File: src/rtl/dcache_config.svh
// data cache configuration
`ifndef DCACHE_CONFIG_SVH
`define DCACHE_CONFIG_SVH

// cache geometry
`define DCACHE_WAYS 2
`define DCACHE_SETS 16
`define DCACHE_LINE_WORDS 4

// entries in the uncached store queue
`define DCACHE_QUEUE_DEPTH 4

`endif

File: src/rtl/dcache_mem_pkg.sv
// memory side line and store types
`include "dcache_config.svh"

package dcache_mem_pkg;

    // word 0 sits in the low bits
    typedef logic [`DCACHE_LINE_WORDS-1:0][31:0] line_t;

    // one queued uncached store
    typedef struct packed {
        logic [31:0] addr;
        logic [31:0] data;
        logic [3:0]  wstrb;
    } ustore_t;

endpackage

File: src/rtl/uncached_store_queue.sv
// uncached store fifo
`timescale 1ns/1ps
`include "dcache_config.svh"

module uncached_store_queue
    import dcache_mem_pkg::*;
(
    input  logic        clk,
    input  logic        rst,
    input  logic        push,
    input  ustore_t     push_entry,
    output logic        full,
    output logic        unc_wr_req,
    output logic [31:0] unc_wr_addr,
    output logic [31:0] unc_wr_data,
    output logic [3:0]  unc_wr_wstrb,
    input  logic        unc_wr_rdy
);

    localparam int DEPTH = `DCACHE_QUEUE_DEPTH;
    localparam int PTR_W = $clog2(DEPTH);

    ustore_t entries [DEPTH];
    logic [PTR_W-1:0] wr_ptr;
    logic [PTR_W-1:0] rd_ptr;
    logic [PTR_W:0] count;
    logic do_push;
    logic pop;

    assign full = (count == (PTR_W+1)'(DEPTH));
    assign unc_wr_req = (count != '0);
    assign do_push = push && !full;
    assign pop = unc_wr_req && unc_wr_rdy;

    always_ff @(posedge clk) begin
        if (rst) begin
            wr_ptr <= '0;
            rd_ptr <= '0;
            count <= '0;
        end else begin
            if (do_push) begin
                wr_ptr <= (wr_ptr == PTR_W'(DEPTH - 1)) ? '0 : wr_ptr + 1'b1;
            end
            if (pop) begin
                rd_ptr <= (rd_ptr == PTR_W'(DEPTH - 1)) ? '0 : rd_ptr + 1'b1;
            end
            if (do_push && !pop) begin
                count <= count + 1'b1;
            end else if (pop && !do_push) begin
                count <= count - 1'b1;
            end
        end
    end

    always_ff @(posedge clk) begin
        if (do_push) begin
            entries[wr_ptr] <= push_entry;
        end
    end

    // head entry stays on the port until taken
    assign unc_wr_addr = entries[rd_ptr].addr;
    assign unc_wr_data = entries[rd_ptr].data;
    assign unc_wr_wstrb = entries[rd_ptr].wstrb;

endmodule

File: config.mk
export PLATFORM = sky130hd
export DESIGN_NAME = uncached_store_queue
export DESIGN_NICKNAME = d
export VERILOG_FILES = /design/src/rtl/dcache_mem_pkg.sv /design/src/rtl/uncached_store_queue.sv
export VERILOG_INCLUDE_DIRS = /design/src /design/src/rtl
export SDC_FILE = /design/constraint.sdc
export NUM_CORES = 1
export LEC_CHECK = 0
export BUFFER_PORTS_ARGS = -buffer_cell sky130_fd_sc_hd__buf_2
export CORE_MARGIN = 2
export CORE_UTILIZATION = 55
export DETAILED_ROUTE_END_ITERATION = 10
export PLACE_DENSITY = 0.77
export SLEW_MARGIN = 30
export SYNTH_ARGS = -nofsm -noshare
export SYNTH_HDL_FRONTEND = slang
export SYNTH_SLANG_ARGS = --single-unit
File: constraint.sdc
create_clock -name clk -period 3.1 [get_ports clk]
set_input_delay 0.465 -clock clk [delete_from_list [all_inputs] [get_ports clk]]
set_output_delay 0.465 -clock clk [all_outputs]
set_load 0.01 [all_outputs]
; ---- Word-level counts from Yosys, hierarchy flattened
; Memories as Yosys holds them, arrays and structs flattened. A register that Yosys moved wholly into a read port is not among the register bits.
; Index checks and enable logic that the tools add are counted.
[classes]
n_addsub = 4
n_shift = 0
multipliers = 0
mux = 8
magnitude_cmp = 0
bitwise_logic = 0
eq_ne = 3
div_mod_pow = 0
reduce_logical = 9
[op_table]
columns = cell, count
row1 = 2-bit 2-to-1 mux, 4
row2 = 3-bit 2-to-1 mux, 2
row3 = 2-bit by 1-bit adder with 2-bit output (second input constant), 2
row4 = 2-bit equality test (second input constant), 2
row5 = 1-bit logical AND, 4
row6 = 3-bit by 1-bit adder with 3-bit output (second input constant), 1
row7 = 3-bit equality test (second input constant), 1
row8 = 1-bit zero test, 3
row9 = 3-bit nonzero test, 1
row10 = 3-bit by 1-bit subtractor with 3-bit output (second input constant), 1
row11 = 1-bit 2-to-1 mux, 2
row12 = 2-bit nonzero test, 1
[word_totals]
mem_bits_ro = 0
out_inout_bits = 70
latch_bits = 0
mem_count = 1
regBits = 7
ramBits = 272
in_bits = 72
[mem_list]
columns = memory, depth, word_bits, rd, rd_clocked_by_memory_dff, wr, line
row1 = entries, 4, 68, 1, 1, 1, uncached_store_queue.sv:23  ; ustore_t entries [DEPTH];

; ---- Longest topological paths before layout
[depth]
ltp_word = 7
ltp_mapped = 10
ltp_nobuf = 9

; ---- Worst setup path before layout
; OpenSTA, ideal clock, no wires.
[synth_path]
kind = register to register
from = register count[0]
to = memory entries[0][0] in the netlist's numbering, enable pin
slack_ns = 0.354
n_path_buf = 1
arrival_time_ns = 2.312
t_required_ns = 2.666
period_less_slack_ns = 2.746
path_stages_with_launch = 4
cell_sequence = dfxtp_1 > or3b_1 > buf_2 > and3_1
[synth_between]
elab_chain_cells = 5
[synth_rtl]
columns = element, line
row1 = from (decl), uncached_store_queue.sv:26  ; logic [PTR_W:0] count;
row2 = from (signal assigned), uncached_store_queue.sv:48  ; count <= count + 1'b1;
row3 = from (signal assigned), uncached_store_queue.sv:50  ; count <= count - 1'b1;
row4 = 3-bit equality test, uncached_store_queue.sv:30  ; assign full = (count == (PTR_W+1)'(DEPTH));
row5 = 1-bit zero test, uncached_store_queue.sv:32  ; assign do_push = push && !full;
row6 = 1-bit logical AND, uncached_store_queue.sv:32
row7 = 1-bit 2-to-1 mux, uncached_store_queue.sv:56  ; if (do_push) begin
row8 = 1-bit 2-to-1 mux (not written as such), uncached_store_queue.sv:57  ; entries[wr_ptr] <= push_entry;
row9 = to (decl), uncached_store_queue.sv:23
; No other way between the ends.

==> run_results.csv <==
group,metric,value,unit
status,status,"completed",
die,start_util,55.7,%
final_layout,finalNetCount,644,
yosys,post_synthesis_instance_area,10300,µm²
clocking,cts_inserted_buffers,27,
routing,antenna_violating_nets_post_route,0,
clocking,post_cts_buffers,0,
timing,setup_viol_count_final,0,
routing,routed_wl,18400,µm
setup_path,cp_data_required_time,2.63,ns
placed_design,gp_routability_congestion,0.729,
die,placement_rows,50,
clocking,post_cts_resized,0,
timing,maxClockFrequency,0.370,GHz
pwr,static_power_due_to_leakage,4.09,nW
setup_path,critical_path.max_fanout,24,
timing,final_hold_viol_count,0,
grt,grt_antenna_before_repair,4,
grt,grt_start_max_net_pins,43,
yosys,synth.top_cells.by_area,"sky130_fd_sc_hd__edfxtp_1 79%, sky130_fd_sc_hd__mux4_2 15%, sky130_fd_sc_hd__dfxtp_1 1.7%",
grt,global_route.overflow_total,0,
clocking,insertion_delay,0.51,ns
timing,maxSlewViolCount,0,
yosys,ys.warnings.count,0,
clocking,ctsHoldBuffers,0,
die,die_width,141,µm
clocking,cts_sinks,281,
min_path,hold_path.class,"in -> reg",
timing,min_period,2.70,ns
grt,global_route_wire_length_before_repair,28200,µm
setup_path,critical_path.cell_chain,"buf_12 -> mux4_2 -> buf_2",
setup_path,cp_slowest_stage_delay,0.67,ns
yosys,netlist_instances,406,
yosys,async_flop_share,0,%
setup_path,critical_path.slowest_cell,"sky130_fd_sc_hd__dfxtp_4",
timing,setup_tns_after_final_layout,0,ns
die,die_area,19900,µm²
setup_path,path_buf_inv,2,
routing,dr_iter_0_viols,289,
die,die_height,141,µm
timing,period_share,87.2,%
yosys,synth.yosys.seq_area_share,81.0,%
yosys,number_of_flops_mapped_to_enable_cells_by_yosys,272,
routing,drt_drc_violations_left,0,
yosys,most_common_cell_in_the_synthesized_netlist,"sky130_fd_sc_hd__edfxtp_1",
yosys,yosys_register_bits,281,
pwr,irDropWorstVdd,0.546,mV
yosys,synth_largest_area_cell,"sky130_fd_sc_hd__edfxtp_1",
yosys,post_synth_most_frequent_cells,"272 x sky130_fd_sc_hd__edfxtp_1, 68 x sky130_fd_sc_hd__mux4_2, 9 x sky130_fd_sc_hd__dfxtp_1, 6 x sky130_fd_sc_hd__ha_1",
placed_design,place_hpwl,11000,µm
job,max_cap_violations,0,
final_layout,drive_gt1_share,43.5,%
clocking,ctsHtreeMaxLevel,1,
grt,globalRouteTotalUtil,18.7,%
timing,finalClockSkew,0.00574,ns
routing,dr_vias_cell,5.73,
yosys,post-synth-top-area-fraction,79.2,%
timing,rsz0062_at_grt,"false",
routing,routed_wire_length_per_instance,22.3,µm
clocking,clock_buffer_depth,3,
setup_path,critical_path_class,"reg -> out",
yosys,syn_nets,485,
setup_path,critPathTopFamily,"flip-flops",
die,placeableCoreArea,18500,µm²
setup_path,worst_setup_path_start_kind,"flip-flop",
yosys,synthDistinctLibCells,25,
pwr,p_total,9.80,mW
routing,dr.pass1.iters,4,
timing,tightestPinTransition,0.594,ns
setup_path,critical_path.endpoint_type,"output pin",
timing,slew_limit_headroom,60.4,%
routing,num_vias,4724,
yosys,synth.avg_cell_area,25.4,µm²
grt,vias_in_the_first_global_route,5113,
pwr,cell_area_power_density,805,nW/µm²
die,floorplan.io_pins,142,
final_layout,area.growth.synth_to_final,18.0,%
placed_design,buffer_ports.inserted,141,
setup_path,worst-endpoint-arrival,2.24,ns
clocking,tritoncts,"done",
clocking,clk_root_buffer_cell,"sky130_fd_sc_hd__clkbuf_16",
clocking,clk_pin_slew_worst_paths,0.06,ns
yosys,synthFlopType,"sky130_fd_sc_hd__edfxtp_1",
[placed cells by master, fill, tap and decap left out, types with 3 or more instances in the layout]
master	n
sky130_fd_sc_hd__nor2_1	4
sky130_fd_sc_hd__buf_2	141
sky130_fd_sc_hd__edfxtp_1	272
sky130_fd_sc_hd__clkbuf_1	10
sky130_fd_sc_hd__mux4_2	68
sky130_fd_sc_hd__or3_1	3
sky130_fd_sc_hd__inv_1	4
sky130_fd_sc_hd__ha_1	6
sky130_fd_sc_hd__clkbuf_16	27
sky130_fd_sc_hd__clkinv_1	9
sky130_fd_sc_hd__dfxtp_1	7
sky130_fd_sc_hd__a21oi_1	3
sky130_fd_sc_hd__diode_2	4
sky130_fd_sc_hd__buf_12	7
sky130_fd_sc_hd__and3_4	4
[state kept, by name, summed over array words and instances, names as in the netlist, named ones only]
signal / count
wr_ptr: 2
rd_ptr: 2
count: 3
entries: 272
[power breakdown]
group | leakage (nW) | internal, mW | switching [mW]
Sequential | 2.57 | 4.60 | 0.194
Clock | 0.396 | 1.77 | 1.29
Combinational | 1.12 | 0.971 | 0.978
[layout make-up]
type | instances | area (µm²)
Antenna cell | 4 | 10.0
Clock buffer | 37 | 713
Clock inverter | 13 | 111
Fill cell | 1214 | 6350
Inverter | 5 | 18.8
Multi-Input combinational cell | 102 | 1820
Sequential cell | 281 | 8360
Tap cell | 234 | 293
Timing Repair Buffer | 148 | 846
[logic make-up after synthesis]
family	after synthesis	share of synthesized area (%)
flops	281	81.0
xor+xnor	2	0.170
simple gates	16	0.837
buf+inv	23	1.59
fa+ha+maj	7	0.923
compound gates	7	0.437
mux	70	15.1
[worst paths after layout]
kind                                    to  slack [ns]  depth (start not counted)                   start
setup / recovery            unc_wr_addr[3]        0.40                          3               flip-flop
hold / removal    entries[3][54]$_DFFE_PP_        0.16                          1          push_entry[54]
setup reg to reg     count[2]$_SDFFE_PP0P_        0.74                          9   count[0]$_SDFFE_PP0P_
hold reg to reg     wr_ptr[1]$_SDFFE_PP0P_        0.53                          2  wr_ptr[1]$_SDFFE_PP0P_
[per-stage QoR]
| stage | utilization, % | cells | hold slack (ns) | cell area, µm² | setup slack [ns] |
|---|---|---|---|---|---|
| finish | 65.7 | 824 | 0.157 | 12200 | 0.398 |
| global route | 65.6 | 820 | 0.146 | 12200 | 0.261 |
| CTS | 65.6 | 820 | 0.142 | 12200 | 0.339 |
| detailed placement | 61.2 | 770 | 0.524 | 11300 | 0.763 |
| global placement | 61.2 | 770 | 0.482 | 11300 | 0.906 |
| floorplan | - | 406 | 0.463 | 10300 | 0.354 |
[metal layers]
layer	track usage, %	vias up	wire length [µm]
met5	0	-	0
met4	3.95	0	285
met3	4.89	27	1380
met2	32.0	155	9250
met1	24.6	2477	7470
li1	-	2065	-
(Power assumes the default switching activity.)
