## config.mk

```make
export PLATFORM = sky130hd
export DESIGN_NAME = way_select_flat
export DESIGN_NICKNAME = d
export VERILOG_FILES = /design/src/rtl/dcache_mem_pkg.sv /design/src/rtl/dcache_pkg.sv /design/src/rtl/dcache_array_if.sv /design/src/rtl/way_select.sv /design/src/flat_wrapper.sv
export VERILOG_INCLUDE_DIRS = /design/src /design/src/rtl
export SDC_FILE = /design/constraint.sdc
export NUM_CORES = 1
export LEC_CHECK = 0
export BUFFER_PORTS_ARGS = -buffer_cell sky130_fd_sc_hd__buf_4
export CORE_MARGIN = 3
export CORE_UTILIZATION = 39
export CTS_CLUSTER_SIZE = 20
export DETAILED_ROUTE_END_ITERATION = 16
export PLACE_DENSITY = 0.72
export SYNTH_ARGS = -nofsm -noshare
export SYNTH_HDL_FRONTEND = slang
export SYNTH_SLANG_ARGS = --single-unit
```

## constraint.sdc

```tcl
create_clock -name clk -period 2.05 [get_ports clk]
set_input_delay 0.1025 -clock clk [delete_from_list [all_inputs] [get_ports clk]]
set_output_delay 0.1025 -clock clk [all_outputs]
set_load 0.02 [all_outputs]
```

## src/rtl/dcache_config.svh

```systemverilog
// data cache configuration
`ifndef DCACHE_CONFIG_SVH
`define DCACHE_CONFIG_SVH

// cache geometry
`define DCACHE_WAYS 2
`define DCACHE_SETS 16
`define DCACHE_LINE_WORDS 4

// entries in the uncached store queue
`define DCACHE_QUEUE_DEPTH 4

`endif

```

## src/rtl/dcache_mem_pkg.sv

```systemverilog
// memory side line and store types
`include "dcache_config.svh"

package dcache_mem_pkg;

    // word 0 sits in the low bits
    typedef logic [`DCACHE_LINE_WORDS-1:0][31:0] line_t;

    // one queued uncached store
    typedef struct packed {
        logic [31:0] addr;
        logic [31:0] data;
        logic [3:0]  wstrb;
    } ustore_t;

endpackage

```

## src/rtl/dcache_pkg.sv

```systemverilog
// data cache address and control types
`include "dcache_config.svh"

package dcache_pkg;

    localparam int INDEX_W = $clog2(`DCACHE_SETS);
    localparam int WORD_SEL_W = $clog2(`DCACHE_LINE_WORDS);
    // byte offset inside a word is always two bits
    localparam int TAG_W = 32 - INDEX_W - WORD_SEL_W - 2;

    typedef logic [TAG_W-1:0] tag_t;
    typedef logic [INDEX_W-1:0] index_t;
    typedef logic [WORD_SEL_W-1:0] word_sel_t;
    typedef logic [$clog2(`DCACHE_WAYS)-1:0] way_t;

    typedef struct packed {
        tag_t      tag;
        index_t    index;
        word_sel_t word;
        logic [1:0] byte_sel;
    } addr_t;

    // one tag array entry
    typedef struct packed {
        logic valid;
        tag_t tag;
    } tagv_t;

    typedef enum logic [2:0] {
        LOOKUP,
        COMPARE,
        WRITEBACK_REQ,
        WRITEBACK_WAIT,
        REFILL_REQ,
        REFILL_WAIT,
        REPLAY,
        RESPOND
    } ctrl_state_t;

endpackage

```

## src/rtl/dcache_array_if.sv

```systemverilog
// cache storage array interface
`timescale 1ns/1ps
`include "dcache_config.svh"

interface dcache_array_if
    import dcache_pkg::*, dcache_mem_pkg::*;
();

    index_t index;

    logic [`DCACHE_WAYS-1:0] tagv_we;
    tagv_t tagv_wdata;
    logic [`DCACHE_WAYS-1:0] dirty_we;
    logic dirty_wdata;
    logic [`DCACHE_WAYS-1:0] line_we;
    logic [`DCACHE_LINE_WORDS-1:0] line_wmask;
    line_t line_wdata;

    // read data, one cycle after index
    tagv_t [`DCACHE_WAYS-1:0] tagv_rdata;
    logic [`DCACHE_WAYS-1:0] dirty_rdata;
    line_t [`DCACHE_WAYS-1:0] line_rdata;

    // low while valid and dirty bits are swept after reset
    logic init_done;

    modport ctrl (
        output index, tagv_we, tagv_wdata, dirty_we, dirty_wdata,
        output line_we, line_wmask, line_wdata,
        input  tagv_rdata, line_rdata, init_done
    );

    modport arrays (
        input  index, tagv_we, tagv_wdata, dirty_we, dirty_wdata,
        input  line_we, line_wmask, line_wdata,
        output tagv_rdata, dirty_rdata, line_rdata, init_done
    );

    modport select (
        input index, tagv_rdata, dirty_rdata
    );

endinterface

```

## src/rtl/way_select.sv

```systemverilog
// hit detection and lru victim choice
`timescale 1ns/1ps
`include "dcache_config.svh"

module way_select
    import dcache_pkg::*;
(
    input  logic clk,
    input  logic rst,
    input  tag_t tag,
    dcache_array_if.select sel,
    input  logic touch,
    output logic hit,
    output way_t hit_way,
    output way_t victim_way,
    output logic victim_dirty
);

    // per set, the way that was used least recently
    logic [`DCACHE_SETS-1:0] lru;

    always_comb begin
        hit = 1'b0;
        hit_way = '0;
        for (int w = 0; w < `DCACHE_WAYS; w++) begin
            if (sel.tagv_rdata[w].valid && sel.tagv_rdata[w].tag == tag) begin
                hit = 1'b1;
                hit_way = way_t'(w);
            end
        end
    end

    assign victim_way = way_t'(lru[sel.index]);
    assign victim_dirty = sel.dirty_rdata[victim_way];

    // two ways, so the other way becomes lru
    always_ff @(posedge clk) begin
        if (rst) begin
            lru <= '0;
        end else if (touch) begin
            lru[sel.index] <= (hit_way == '0);
        end
    end

endmodule

```

## src/flat_wrapper.sv

```systemverilog
// flat-port wrapper written by rule: the top's interface ports become plain ports
module way_select_flat import dcache_pkg::*;
  (clk, rst, tag, touch, hit, hit_way, victim_way, victim_dirty, sel_index, sel_tagv_rdata, sel_dirty_rdata);
  dcache_array_if sel_i ();
  input  logic clk;
  input  logic rst;
  input  tag_t tag;
  input  logic touch;
  output logic hit;
  output way_t hit_way;
  output way_t victim_way;
  output logic victim_dirty;
  input wire logic [$bits(sel_i.index)-1:0] sel_index;
  input wire logic [$bits(sel_i.tagv_rdata)-1:0] sel_tagv_rdata;
  input wire logic [$bits(sel_i.dirty_rdata)-1:0] sel_dirty_rdata;
  assign sel_i.index = sel_index;
  assign sel_i.tagv_rdata = sel_tagv_rdata;
  assign sel_i.dirty_rdata = sel_dirty_rdata;
  way_select u_core (.clk(clk), .rst(rst), .tag(tag), .sel(sel_i), .touch(touch), .hit(hit), .hit_way(hit_way), .victim_way(victim_way), .victim_dirty(victim_dirty));
endmodule
```

# After elaboration in Yosys (flattened, before gate mapping)

Index checks and enable logic that the tools add are counted.
W data, S select, Z words.

Flip-flop bits (word level): 16
Bits in latches: 0
Memory bits (writable): 0
Memory bits (read-only): 0
Bits of input ports: 83
Output and inout port bits: 4
Memories kept: 0

Add/subtract/negate cells: 0
Multiply operators: 0
Div/mod/pow operators: 0
$lt $le $gt $ge: 3
Eq/ne operators: 2
Shifts and indexed selects: 0
Muxes and demuxes: 10
Bitwise logic cells: 1
Reductions and logical operators: 3

Operators by type and width:

| operator             | count |
|---|---|
| $eq A24 B24 Y1       | 2 |
| $bwmux W16           | 1 |
| $mux W1              | 7 |
| $lt A4 B5 Y1 const B | 1 |
| $bmux W1 S4          | 1 |
| $demux W1 S4         | 1 |
| $ge A4 B1 Y1 const B | 1 |
| $logic_and A1 B1 Y1  | 3 |
| $lt A1 B2 Y1 const B | 1 |
| $not A1 Y1           | 1 |

# Longest topological paths before layout

Word-level depth: 5
Gate-level depth with buffers: 5
Gate-level depth less buffers: 4

# Worst setup path before layout

Ideal clock, no wire load.

Path type: reg2out
Start: register u_core.lru[5]
End: output victim_dirty
Arrival: 1680 ps
Data required time: 1947 ps
Slack: 267 ps
Stages on the path, launching flop included: 4
Buffers on the path: 0
Cells stage by stage: dfxtp_1 > mux4_1 > mux4_2 > mux2_4

Cells in the longest elaborated chain, start to end: 4

RTL lines:

| element                                    | line               | source |
|---|---|---|
| start: declaration                         | way_select.sv:20   | `` logic [`DCACHE_SETS-1:0] lru; `` |
| start signal: indexed assignment           | way_select.sv:41   | `lru[sel.index] <= (hit_way == '0);` |
| $bmux W1 S4                                | way_select.sv:33   | `assign victim_way = way_t'(lru[sel.index]);` |
| $mux W1 (implied by the code)              | way_select.sv:33   |  |
| via victim_way                             | flat_wrapper.sv:11 | `output way_t victim_way;` |
| $mux W1 (implied by the code) (2 in a row) | way_select.sv:34   | `assign victim_dirty = sel.dirty_rdata[victim_way];` |
| end: declaration                           | flat_wrapper.sv:12 | `output logic victim_dirty;` |

The timed path passes the listed nets, and every way through them passes these cells. The select of a mux whose other input is x is not followed.

# Final worst setup path

Start: register u_core.lru[13]
End: output victim_dirty

Cells in the longest elaborated chain, start to end: 4

RTL lines:

| element                                    | line |
|---|---|
| $bmux W1 S4                                | way_select.sv:33 |
| $mux W1 (implied by the code)              | way_select.sv:33 |
| $mux W1 (implied by the code) (2 in a row) | way_select.sv:34 |

No other way between the ends. The select of a mux whose other input is x is not followed.

==> results.yml <==
status:
  status: "finished, violations left"
  violations: "negative setup slack"
sta:
  fmax_mhz: 482.9
  worst_pin_slew_ns: 0.5687
  slew_violations: 0
  skew_ns: 0
  final_hold_viol_count: 0
  fin_crit_ns: 2.071
  fin_hold_ws_ns: 0.2516
  post-route-period-util_pct: 101.0
  relSlewSlack_pct: 61.95
  tns_ns: -0.02068
  setup_slack_ns: -0.02068
  setup_viol: 1
  rsz0062_at_grt: "yes"
routing:
  first_pass_iters: 4
  avgRoutedWirePerCell_um: 14.54
  drc: 0
  viasPerCell: 5.329
  drtAntennaViolNets: 0
  drtIter0Drc: 103
  finalWirelength_um: 4682
  vias: 1716
worst_setup_path:
  critPathKind: "reg2out"
  endpoint_kind: "output pin"
  worst_ep_arrival_time_ns: 1.97
  required_ns: 1.95
  cp_max_fo: 2
  r2r_slack_ns: 1.27
  start_kind: "flop"
clock_network:
  clk_pin_slew_ns: 0.06
  clockBufferDepth: 2
  clock_sinks: 16
  h-tree-depth: 1
  cts-hold-fix-buffers: 0
  cts_buffers: 3
  clk_latency_ns: 0.24
  cts_tree: "done"
  cts_root_buf: "clkbuf_8"
layout:
  diodes: 0
  fin_cells: 322
  drive_gt1_share_pct: 37.96
  fill_cells: 360
  final_common_cell: "buf_4"
  synthToLayoutAreaGrowth_pct: 48.24
  reg_top3: "u_core.lru: 16 flops"
  largest_reg_flops: 16
  max_flop_register: "u_core.lru"
  mostFrequentLayoutCells: "91 x buf_4, 37 x xnor2_1, 19 x a21oi_1"
  final_nets: 359
min_path:
  hp-class: "in2reg"
grt:
  grt_overflow: 0
  top_usage_layer: "met2"
  use_met1_pct: 24.85
  grt_use_met3_pct: 3.043
  grt_antenna_before_repair: 0
  grt_pass1_wl_um: 7790
  grt_pass1_vias: 1766
  grt_max_degree: 17
  use_met2_pct: 33.16
  track_usage_pct: 19.27
yosys:
  ys_ff_latch: 16
  synth_edf_count: 0
  yosysTopAreaCellShare_pct: 20.75
  netlist-cell-type-count: 33
  avgSynthCellArea_um2: 8.395
  synth_largest_area_cell: "xnor2_1"
  synthFlopType: "dfxtp_1"
  synth-seq-area-share_pct: 20.51
  synth_area_leaders: "xnor2_1 21%, dfxtp_1 21%, xor2_1 6.2%, a21oi_1 6.1%, mux4_1 5.0%"
  syn_area_mm2: 0.001561
  syn-num-nets: 269
  netlist_instances: 186
  synthArstFlopShare_pct: 0
  yosys_warnings: 0
place:
  port_buffers: 86
  gp_congestion: 0.9127
  dp.final_hpwl_um: 3833
  dp.cells: 318
pwr:
  sw_frac_of_total_pct: 27.55
  seqPwrFrac_pct: 36.1
  power_uw: 890.7
  p_per_area_mw_per_mm2: 384.8
  clkPwrFrac_pct: 25.5
  power.switching_uw: 245.4
  pwr-share-comb_pct: 38.4
  peakVddDrop_mv: 0.1896
  intPower_uw: 645.3
  p_leak_uw: 0.0009443
floorplanning:
  ioPinCount: 87
  die_x_um: 69.28
  die_y_um: 69.28
  core_mm2: 0.003771
  start_util_pct: 41.41
  die_area_mm2: 0.004799
  rows: 22
run:
  drv_cap: 0
## Yosys cell counts (4+ instances only)
cell,n
nand3_1,4
nand4_1,11
xor2_1,11
a21oi_1,19
dfxtp_1,16
xnor2_1,37
nand2_1,10
nor4b_1,9
o21bai_1,9
nor2_1,14
clkbuf_1,6
nor4_1,9
## power groups by stage
| stage | sequential, uW | combinational (uW) | clock, uW |
|---|---|---|---|
| floorplan | 327 | 155 | 0 |
| global placement | 327 | 336 | 0 |
| detailed placement | 328 | 339 | 0 |
| CTS | 321 | 343 | 232 |
| global route | 322 | 370 | 259 |
| finish | 321 | 342 | 227 |
## through the flow
stage | setup slack [ns] | area [um2] | utilization (%)
2_1_floorplan | 0.2674 | 1562 | -
3_3_place_gp | 0.1428 | 2271 | 60.22
3_5_place_dp | 0.1557 | 2271 | 60.22
4_1_cts | -0.01754 | 2313 | 61.35
5_1_grt | -0.08339 | 2315 | 61.38
6_report | -0.02068 | 2315 | 61.38
## final cells by class
| type | instances | area [um2] | area share (%) |
|---|---|---|---|
| clock buffer | 3 | 41.29 | 1.784 |
| timing repair buffer | 92 | 694.4 | 30.00 |
| inverter | 1 | 3.754 | 0.1622 |
| multi-input combinational | 162 | 1192 | 51.51 |
| tap | 48 | 60.06 | 2.595 |
| sequential | 16 | 322.8 | 13.95 |
## repair_timing
action / in CTS / in global routing
setup endpoints to repair: 1 / 1
gates resized for setup: 5 / 1
buffers inserted: 1 / 0
## worst max-delay path: stages, from the launching register on
cell and delay, ns:
dfxtp_2 0.31, mux4_2 0.46, mux4_2 0.50, mux2_4 0.32
buf_6 0.13
## worst paths after layout
| kind | from | end | depth (start not counted) |
|---|---|---|---|
| hold reg to reg | u_core.lru[15] | u_core.lru[15] | 2 |
| setup reg to reg | u_core.lru[8] | u_core.lru[8] | 3 |
| setup / recovery | u_core.lru[13] | victim_dirty | 4 |
| hold / removal | rst | u_core.lru[4] | 3 |
## logic make-up after synthesis
| logic type | count (synthesis) | synth area share, % |
|---|---|---|
| xor gates and xnor gates | 48 | 26.92 |
| muxes | 6 | 8.894 |
| DFF | 16 | 20.51 |
| AOI/OAI and AO/OA | 33 | 12.74 |
| buffers and inverters | 8 | 2.403 |
| and+or+nand+nor | 75 | 28.53 |
## per-layer routing
layer  wire length (um)  up-vias
met5                  0        -
met4                 58        0
met3                263        6
met2               2374       69
met1               1985      777
li1                   -      864
Note: power is estimated with default switching activity, not from simulation.
