<file path="config.mk">
export PLATFORM = sky130hd
export DESIGN_NAME = dcache_arrays_flat
export DESIGN_NICKNAME = d
export VERILOG_FILES = /design/src/rtl/dcache_mem_pkg.sv /design/src/rtl/dcache_pkg.sv /design/src/rtl/dcache_array_if.sv /design/src/rtl/dcache_arrays.sv /design/src/rtl/dcache_ram.sv /design/src/flat_wrapper.sv
export VERILOG_INCLUDE_DIRS = /design/src /design/src/rtl
export SDC_FILE = /design/constraint.sdc
export NUM_CORES = 2
export LEC_CHECK = 0
export BUFFER_PORTS_ARGS = -buffer_cell sky130_fd_sc_hd__buf_2
export CORE_ASPECT_RATIO = 1.4
export CORE_UTILIZATION = 55
export DETAILED_ROUTE_END_ITERATION = 10
export GPL_TIMING_DRIVEN = 0
export HOLD_SLACK_MARGIN = 0.05
export PLACE_DENSITY_LB_ADDON = 0.05
export REMOVE_ABC_BUFFERS = 1
export SKIP_CTS_REPAIR_TIMING = 1
export SYNTH_ARGS = -nofsm -noshare
export SYNTH_HDL_FRONTEND = slang
export SYNTH_MEMORY_MAX_BITS = 65536
export SYNTH_SLANG_ARGS = --single-unit
</file>
<file path="constraint.sdc">
create_clock -name clk -period 4.1 [get_ports clk]
set_input_delay 0.82 -clock clk [delete_from_list [all_inputs] [get_ports clk]]
set_output_delay 0.82 -clock clk [all_outputs]
set_load 0.01 [all_outputs]
</file>
<file path="src/rtl/dcache_config.svh">
// data cache configuration
`ifndef DCACHE_CONFIG_SVH
`define DCACHE_CONFIG_SVH

// cache geometry
`define DCACHE_WAYS 2
`define DCACHE_SETS 16
`define DCACHE_LINE_WORDS 4

// entries in the uncached store queue
`define DCACHE_QUEUE_DEPTH 4

`endif

</file>
<file path="src/rtl/dcache_mem_pkg.sv">
// memory side line and store types
`include "dcache_config.svh"

package dcache_mem_pkg;

    // word 0 sits in the low bits
    typedef logic [`DCACHE_LINE_WORDS-1:0][31:0] line_t;

    // one queued uncached store
    typedef struct packed {
        logic [31:0] addr;
        logic [31:0] data;
        logic [3:0]  wstrb;
    } ustore_t;

endpackage

</file>
<file path="src/rtl/dcache_pkg.sv">
// data cache address and control types
`include "dcache_config.svh"

package dcache_pkg;

    localparam int INDEX_W = $clog2(`DCACHE_SETS);
    localparam int WORD_SEL_W = $clog2(`DCACHE_LINE_WORDS);
    // byte offset inside a word is always two bits
    localparam int TAG_W = 32 - INDEX_W - WORD_SEL_W - 2;

    typedef logic [TAG_W-1:0] tag_t;
    typedef logic [INDEX_W-1:0] index_t;
    typedef logic [WORD_SEL_W-1:0] word_sel_t;
    typedef logic [$clog2(`DCACHE_WAYS)-1:0] way_t;

    typedef struct packed {
        tag_t      tag;
        index_t    index;
        word_sel_t word;
        logic [1:0] byte_sel;
    } addr_t;

    // one tag array entry
    typedef struct packed {
        logic valid;
        tag_t tag;
    } tagv_t;

    typedef enum logic [2:0] {
        LOOKUP,
        COMPARE,
        WRITEBACK_REQ,
        WRITEBACK_WAIT,
        REFILL_REQ,
        REFILL_WAIT,
        REPLAY,
        RESPOND
    } ctrl_state_t;

endpackage

</file>
<file path="src/rtl/dcache_array_if.sv">
// cache storage array interface
`timescale 1ns/1ps
`include "dcache_config.svh"

interface dcache_array_if
    import dcache_pkg::*, dcache_mem_pkg::*;
();

    index_t index;

    logic [`DCACHE_WAYS-1:0] tagv_we;
    tagv_t tagv_wdata;
    logic [`DCACHE_WAYS-1:0] dirty_we;
    logic dirty_wdata;
    logic [`DCACHE_WAYS-1:0] line_we;
    logic [`DCACHE_LINE_WORDS-1:0] line_wmask;
    line_t line_wdata;

    // read data, one cycle after index
    tagv_t [`DCACHE_WAYS-1:0] tagv_rdata;
    logic [`DCACHE_WAYS-1:0] dirty_rdata;
    line_t [`DCACHE_WAYS-1:0] line_rdata;

    // low while valid and dirty bits are swept after reset
    logic init_done;

    modport ctrl (
        output index, tagv_we, tagv_wdata, dirty_we, dirty_wdata,
        output line_we, line_wmask, line_wdata,
        input  tagv_rdata, line_rdata, init_done
    );

    modport arrays (
        input  index, tagv_we, tagv_wdata, dirty_we, dirty_wdata,
        input  line_we, line_wmask, line_wdata,
        output tagv_rdata, dirty_rdata, line_rdata, init_done
    );

    modport select (
        input index, tagv_rdata, dirty_rdata
    );

endinterface

</file>
<file path="src/rtl/dcache_arrays.sv">
// per way tag, dirty and line storage
`timescale 1ns/1ps
`include "dcache_config.svh"

module dcache_arrays
    import dcache_pkg::*, dcache_mem_pkg::*;
(
    input logic clk,
    input logic rst,
    dcache_array_if.arrays arr
);

    index_t sweep_idx;
    index_t ram_addr;

    // clear one set per cycle after reset
    always_ff @(posedge clk) begin
        if (rst) begin
            sweep_idx <= '0;
            arr.init_done <= 1'b0;
        end else if (!arr.init_done) begin
            sweep_idx <= sweep_idx + 1'b1;
            if (sweep_idx == index_t'(`DCACHE_SETS - 1)) begin
                arr.init_done <= 1'b1;
            end
        end
    end

    assign ram_addr = arr.init_done ? arr.index : sweep_idx;

    for (genvar w = 0; w < `DCACHE_WAYS; w++) begin : g_way
        dcache_ram #(
            .payload_t(tagv_t),
            .DEPTH(`DCACHE_SETS)
        ) u_tagv (
            .clk(clk),
            .we(arr.tagv_we[w] || !arr.init_done),
            .wmask(1'b1),
            .addr(ram_addr),
            .wdata(arr.init_done ? arr.tagv_wdata : tagv_t'('0)),
            .rdata(arr.tagv_rdata[w])
        );

        dcache_ram #(
            .payload_t(logic),
            .DEPTH(`DCACHE_SETS)
        ) u_dirty (
            .clk(clk),
            .we(arr.dirty_we[w] || !arr.init_done),
            .wmask(1'b1),
            .addr(ram_addr),
            .wdata(arr.dirty_wdata && arr.init_done),
            .rdata(arr.dirty_rdata[w])
        );

        // line data needs no clearing
        dcache_ram #(
            .payload_t(line_t),
            .DEPTH(`DCACHE_SETS),
            .MASK_W(`DCACHE_LINE_WORDS)
        ) u_line (
            .clk(clk),
            .we(arr.line_we[w] && arr.init_done),
            .wmask(arr.line_wmask),
            .addr(ram_addr),
            .wdata(arr.line_wdata),
            .rdata(arr.line_rdata[w])
        );
    end

endmodule

</file>
<file path="src/rtl/dcache_ram.sv">
// single port synchronous ram
`timescale 1ns/1ps

module dcache_ram #(
    parameter type payload_t = logic [31:0],
    parameter int DEPTH = 16,
    parameter int MASK_W = 1
) (
    input  logic                     clk,
    input  logic                     we,
    input  logic [MASK_W-1:0]        wmask,
    input  logic [$clog2(DEPTH)-1:0] addr,
    input  payload_t                 wdata,
    output payload_t                 rdata
);

    localparam int W = $bits(payload_t);
    localparam int SLICE = W / MASK_W;

    logic [W-1:0] mem [DEPTH];
    logic [W-1:0] wbits;

    assign wbits = wdata;

    // read returns the old contents on a write to the same entry
    always_ff @(posedge clk) begin
        if (we) begin
            for (int i = 0; i < MASK_W; i++) begin
                if (wmask[i]) begin
                    mem[addr][i*SLICE +: SLICE] <= wbits[i*SLICE +: SLICE];
                end
            end
        end
        rdata <= payload_t'(mem[addr]);
    end

endmodule

</file>
<file path="src/flat_wrapper.sv">
// flat-port wrapper written by rule: the top's interface ports become plain ports
module dcache_arrays_flat import dcache_pkg::*, dcache_mem_pkg::*;
  (clk, rst, arr_index, arr_tagv_we, arr_tagv_wdata, arr_dirty_we, arr_dirty_wdata, arr_line_we, arr_line_wmask, arr_line_wdata, arr_tagv_rdata, arr_dirty_rdata, arr_line_rdata, arr_init_done);
  dcache_array_if arr_i ();
  input logic clk;
  input logic rst;
  input wire logic [$bits(arr_i.index)-1:0] arr_index;
  input wire logic [$bits(arr_i.tagv_we)-1:0] arr_tagv_we;
  input wire logic [$bits(arr_i.tagv_wdata)-1:0] arr_tagv_wdata;
  input wire logic [$bits(arr_i.dirty_we)-1:0] arr_dirty_we;
  input wire logic [$bits(arr_i.dirty_wdata)-1:0] arr_dirty_wdata;
  input wire logic [$bits(arr_i.line_we)-1:0] arr_line_we;
  input wire logic [$bits(arr_i.line_wmask)-1:0] arr_line_wmask;
  input wire logic [$bits(arr_i.line_wdata)-1:0] arr_line_wdata;
  output wire logic [$bits(arr_i.tagv_rdata)-1:0] arr_tagv_rdata;
  output wire logic [$bits(arr_i.dirty_rdata)-1:0] arr_dirty_rdata;
  output wire logic [$bits(arr_i.line_rdata)-1:0] arr_line_rdata;
  output wire logic [$bits(arr_i.init_done)-1:0] arr_init_done;
  assign arr_i.index = arr_index;
  assign arr_i.tagv_we = arr_tagv_we;
  assign arr_i.tagv_wdata = arr_tagv_wdata;
  assign arr_i.dirty_we = arr_dirty_we;
  assign arr_i.dirty_wdata = arr_dirty_wdata;
  assign arr_i.line_we = arr_line_we;
  assign arr_i.line_wmask = arr_line_wmask;
  assign arr_i.line_wdata = arr_line_wdata;
  assign arr_tagv_rdata = arr_i.tagv_rdata;
  assign arr_dirty_rdata = arr_i.dirty_rdata;
  assign arr_line_rdata = arr_i.line_rdata;
  assign arr_init_done = arr_i.init_done;
  dcache_arrays u_core (.clk(clk), .rst(rst), .arr(arr_i));
endmodule
</file>
=== Yosys cells after proc, flatten, opt, wreduce, memory -nomap -nowiden ===
Memory sizes are Yosys's and may differ from the RTL's. A register that Yosys moved wholly into a read port is not among the register bits.
Index checks and enable logic that the tools add are counted.

* Memories: 6
* Output and inout port bits: 309
* Input bits: 170
* Word-level logic and storage cells: 50
* RAM bits: 4928
* Register bits: 5

* Multiplexer cells: 32
* Equality and inequality tests: 1
* Reduce and logical (&&, ||, !) cells: 8
* Add/subtract/negate cells: 1

{| class="wikitable"
|+ Memory list
! memory !! depth !! bits a word !! read ports !! clocked after memory_dff !! wr ports !! RTL line !! RTL
|-
| u_core.g_way[0].u_line.mem || 16 || 128 || 1 || 1 || 1 || dcache_ram.sv:20 || <nowiki>logic [W-1:0] mem [DEPTH];</nowiki>
|-
| u_core.g_way[1].u_line.mem || 16 || 128 || 1 || 1 || 1 || dcache_ram.sv:20 ||
|-
| u_core.g_way[0].u_tagv.mem || 16 || 25 || 1 || 1 || 1 || dcache_ram.sv:20 ||
|-
| u_core.g_way[1].u_tagv.mem || 16 || 25 || 1 || 1 || 1 || dcache_ram.sv:20 ||
|-
| u_core.g_way[0].u_dirty.mem || 16 || 1 || 1 || 1 || 1 || dcache_ram.sv:20 ||
|-
| u_core.g_way[1].u_dirty.mem || 16 || 1 || 1 || 1 || 1 || dcache_ram.sv:20 ||
|}

{| class="wikitable"
|+ Operators by type and width
! operator !! number
|-
| $mux W1 || 30
|-
| $mux W25 || 1
|-
| $add A4 B1 Y4 const B || 1
|-
| $eq A4 B4 Y1 const B || 1
|-
| $logic_or A1 B1 Y1 || 4
|-
| $mux W4 || 1
|-
| $logic_and A1 B1 Y1 || 3
|-
| $logic_not A1 Y1 || 1
|}

=== Logic depth before layout (Yosys ltp) ===
* Depth in word-level cells: 4
* Depth in mapped cells: 10
* Gate-level depth less buffers: 4

=== By module ===
A second synthesis with hierarchy kept.

* Cells, all modules: 8185
* Area total of the unflattened synthesis: 192368.2 um^2

{| class="wikitable"
|+ Modules (own cells, without submodules)
! module !! cells an instance !! times used !! area each (um^2)
|-
| dcache_ram (u_core.g_way[0].u_line ...) || 3343 || 2 || 79582.6
|-
| dcache_ram (u_core.g_way[0].u_tagv ...) || 665 || 2 || 15584.9
|-
| dcache_ram (u_core.g_way[0].u_dirty ...) || 55 || 2 || 778.2
|-
| dcache_arrays || 59 || 1 || 476.7
|}

=== Worst setup path before layout ===
No wires, ideal clock.

* Path kind: input -> register
* Start: in arr_index[0]
* End: mem u_core.g_way[0].u_line.mem[8][100] in the netlist's numbering, enable pin
* Arrival time: 3416 ps
* Setup slack: 263 ps
* Library setup time: 421 ps
* Stages on the path: 7
* Path buffers: 3
* Cell sequence: nor3b_2 clkbuf_1 clkbuf_1 or2_2 nand2_1 clkbuf_1 nor2_1

* Cells in the longest elaborated chain, start to end: 1

{| class="wikitable"
|+ Ends and longest elaborated chain
! what !! RTL line !! RTL
|-
| from (decl) || flat_wrapper.sv:7 || <nowiki>input wire logic [$bits(arr_i.index)-1:0] arr_index;</nowiki>
|-
| $mux W4 || dcache_arrays.sv:29 || <nowiki>assign ram_addr = arr.init_done ? arr.index : sweep_idx;</nowiki>
|-
| to (decl) || dcache_ram.sv:20 ||
|}

No other way between the ends.

=== Worst setup path in the final report ===
* Start: reg u_core.arr.init_done
* End: mem u_core.g_way[1].u_tagv.mem[0][24] in the netlist's numbering, enable pin

* Cells in the longest elaborated chain, start to end: 4

{| class="wikitable"
|+ Ends and longest elaborated chain
! what !! RTL line !! RTL
|-
| from (decl) || dcache_array_if.sv:36 || <nowiki>output tagv_rdata, dirty_rdata, line_rdata, init_done</nowiki>
|-
| from (signal assigned) || dcache_arrays.sv:20 || <nowiki>arr.init_done <= 1'b0;</nowiki>
|-
| from (signal assigned) || dcache_arrays.sv:24 || <nowiki>arr.init_done <= 1'b1;</nowiki>
|-
| $logic_not A1 Y1 || dcache_arrays.sv:37 || <nowiki>.we(arr.tagv_we[w] || !arr.init_done),</nowiki>
|-
| $logic_or A1 B1 Y1 || dcache_arrays.sv:37 ||
|-
| $mux W1 || dcache_ram.sv:27 || <nowiki>if (we) begin</nowiki>
|-
| $mux W1 (implied by the code) || dcache_ram.sv:30 || <nowiki>mem[addr][i*SLICE +: SLICE] <= wbits[i*SLICE +: SLICE];</nowiki>
|-
| to (decl) || dcache_ram.sv:20 ||
|}

Parallel ways exist; a longest one is shown, timed or not.

==> flow_metrics.py <==
metrics = {
    "sta": {
        "finalCritPeriodShare_pct": 113,
        "tightest_slew_ns": 1.34,
        "setup_viol": 4005,
        "rsz0062_at_grt": "yes",
        "hold_violations": 0,
        "finalClockSkew_ns": 0.0441,
        "min_period_ns": 4.65,
        "hold-worst-slack_ns": 0.237,
        "fin_ws_ns": -0.552,
        "max_freq_ghz": 0.215,
        "relSlewSlack_pct": 10.9,
        "final_max_slew_viol_count": 0,
    },
    "drt": {
        "drt-wirelength-per-cell_um": 33.8,
        "route.detailed.drc": 0,
        "post_drt_via_cell_ratio": 6.90,
        "finalWirelength_um": 673000,
        "num_vias": 137000,
        "first_iter_violations": 15800,
        "first_pass_iters": 8,
        "drtAntennaViolNets": 0,
    },
    "placed_design": {
        "io_buffers": 478,
        "place_area_um2": 230000,
        "place.gp.congestion": 0.747,
        "hpwlAfterDp_um": 400000,
        "place_inst": 18700,
    },
    "run": {
        "max_cap_viol_count": 0,
    },
    "clock_tree": {
        "cts_made_buffers": 518,
        "htreeDepth": 6,
        "clock_latency_ns": 1.08,
        "cts_tree": "done",
        "cts_buffer_depth": 4,
        "cts-root-buf": "clkbuf_16",
        "clock-sinks": 5241,
        "cts.clk_slew.worst_paths_ns": 0.06,
    },
    "setup_path": {
        "worstPathArrival_ns": 5.40,
        "cp-start-kind": "flop",
        "crit_path_end_kind": "flop",
        "cpMostUsedCell": "buf_16",
        "critical_path.top_delay_family": "simple AND/OR/NAND/NOR gates",
        "max_stage_delay_ns": 0.91,
        "cpMaxStageDelayCell": "nor2_4",
        "critical_path.max_fanout": 38,
        "path_class": "flop to flop",
        "worstPathBufferInverterCount": 5,
        "required_ns": 4.85,
        "crit_chain": "buf_16 -> nor3b_4 -> buf_16 -> buf_8 -> buf_8 -> or2_2 -> nand2_2 -> nor2_4 -> buf_16",
    },
    "power": {
        "leakagePower_nw": 86.0,
        "vdd_drop_max_v": 0.000425,
        "swShare_pct": 22.2,
        "p_comb_share_pct": 7.0,
        "p_clk_share_pct": 41.1,
        "pwr-share-seq_pct": 51.9,
        "p_int_mw": 89.6,
        "p_sw_mw": 25.6,
        "power.density_nw_per_um2": 460,
    },
    "global_route": {
        "grt_max_degree": 162,
        "grt.total_usage_pct": 33.5,
        "antenna_found_initial": 79,
        "grt_first_pass_wirelength_um": 943000,
        "gr-total-overflow": 0,
        "grt_pass1_vias": 138000,
    },
    "synth": {
        "yosysTopAreaCell": "edfxtp_1",
        "synth_compound_area_share_pct": 12.7,
        "synth_common_cells": "4928 x edfxtp_1, 1235 x mux2i_1, 1232 x o21ai_0",
        "synthMuxAreaShare_pct": 5.83,
        "synthXorXnorAreaFrac_pct": 0.0124,
        "synth_area_leaders": "edfxtp_1 70%, mux2i_1 5.8%, dfxtp_1 3.0%, o32a_1 2.9%, o21ai_0 2.9%",
        "synth_cells": 13800,
        "yosysWarnings": 0,
        "ys.flop_type": "edfxtp_1",
        "synth_top_family_by_area": "compound AO/OA/AOI/OAI gates",
        "synthAdderAreaFrac_pct": 0.00589,
        "post-synth-top-count-cell": "edfxtp_1",
        "syn_area_per_cell_um2": 15.4,
        "synth_area_um2": 212000,
        "yosysUniqueCellTypes": 38,
        "synth-edff-count": 4928,
        "async_reset_ff_share_pct": 0,
        "synth-seq-cells": 5241,
        "synth-simple-area-share_pct": 5.26,
        "yosysSeqAreaShare_pct": 72.6,
        "synth_top_area_share_pct": 69.7,
    },
    "floorplan": {
        "row_count": 269,
        "ios": 479,
        "die_w_um": 527,
        "die_height_um": 737,
        "coreArea_um2": 384000,
        "start_util_pct": 55.4,
        "dieArea_um2": 389000,
    },
    "outcome": {
        "outcome": "finished, violations left",
        "violations": "negative setup slack",
    },
    "layout": {
        "final_area_um2": 250000,
        "drive_gt1_share_pct": 15.3,
        "fillers": 26300,
        "layout.nets": 14600,
        "final_cells": 19900,
        "area.growth.synth_to_final_pct": 17.8,
    },
    "min_path": {
        "hp-class": "input pin to flop",
    },
}
==> cells by family (layout without fill, tap and decap cells) <==
| family | count (synthesis) | count (layout) |
|---|---|---|
| compound gates | 3707 | 3707 |
| xor+xnor | 3 | 3 |
| fa+ha+maj | 1 | 1 |
| buf+inv | 1823 | 2872 |
| flops | 5241 | 5241 |
| mux | 1236 | 1236 |
| other cells | 0 | 39 |
| simple gates | 1811 | 1811 |
==> layout by cell type (no fill, tap or decap), drive strengths merged, types with 617 or more instances in the layout <==
cell    instances
edfxtp       4928
buf          1323
o21ai        1236
mux2i        1235
clkbuf        717
and2          642
inv           630
nand2b        618
o32a          618
o22ai         617
==> flip-flops by register name, summed over array words and instances (netlist names) <==
signal and flops:
u_core.g_way.u_dirty.mem 32, u_core.g_way.u_tagv.rdata 50, u_core.sweep_idx 4, u_core.g_way.u_line.rdata 256, u_core.g_way.u_tagv.mem 800, u_core.g_way.u_dirty.rdata 2
u_core.g_way.u_line.mem 4096, u_core.arr.init_done 1
==> routing by layer <==
metal | wire length (um) | track usage, %
met3 | 63300 | 6.55
met4 | 35700 | 18.0
met1 | 247000 | 41.5
met5 | 217 | 0
met2 | 327000 | 55.8
==> path summary, 6_finish.rpt <==
check / startpoint / end / slack, ns / cells past startpoint
worst max register to register: u_core.arr.init_done / u_core.g_way[1].u_tagv.mem[0][24] / -0.55 / 9
worst min-delay path: arr_line_wdata[82] / u_core.g_way[0].u_line.mem[11][82] / 0.24 / 1
worst min register to register: u_core.sweep_idx[3] / u_core.arr.init_done / 0.61 / 2
worst max-delay path: u_core.arr.init_done / u_core.g_way[1].u_tagv.mem[0][24] / -0.55 / 9
==> stage by stage <==
step / TNS, ns / utilization, % / setup slack, ns / power [mW]
floorplan: - / - / -134.79 / 67.6
global placement: - / 56.3 / -712.77 / 70.4
detailed placement: -4286.24 / 60.0 / -1.38 / 68.8
CTS: -2836.85 / 64.4 / -1.14 / 115
global route: -741.41 / 65.2 / -0.501 / 118
finish: -664.37 / 65.2 / -0.552 / 115
==> layout make-up <==
type	instances	area, um2	area share [%]
Tap cell	5013	6270	2.51
Sequential cell	5241	154000	61.7
Antenna cell	39	97.6	0.0390
Clock buffer	717	14800	5.91
Clock inverter	214	1990	0.796
Multi-Input combinational cell	6758	52100	20.8
Inverter	617	2320	0.926
Timing Repair Buffer	1324	18300	7.31
==> power groups by stage <==
| stage | Sequential [mW] | Clock [mW] | Combinational (mW) |
|---|---|---|---|
| after floorplan | 60.9 | 0 | 6.65 |
| after global placement | 60.7 | 0 | 9.76 |
| after detailed placement | 60.9 | 0 | 7.87 |
| after CTS | 59.8 | 47.7 | 7.90 |
| after global routing | 59.8 | 49.7 | 8.45 |
| final | 59.8 | 47.3 | 8.04 |
No activity file was read; power rests on OpenSTA's default activity.
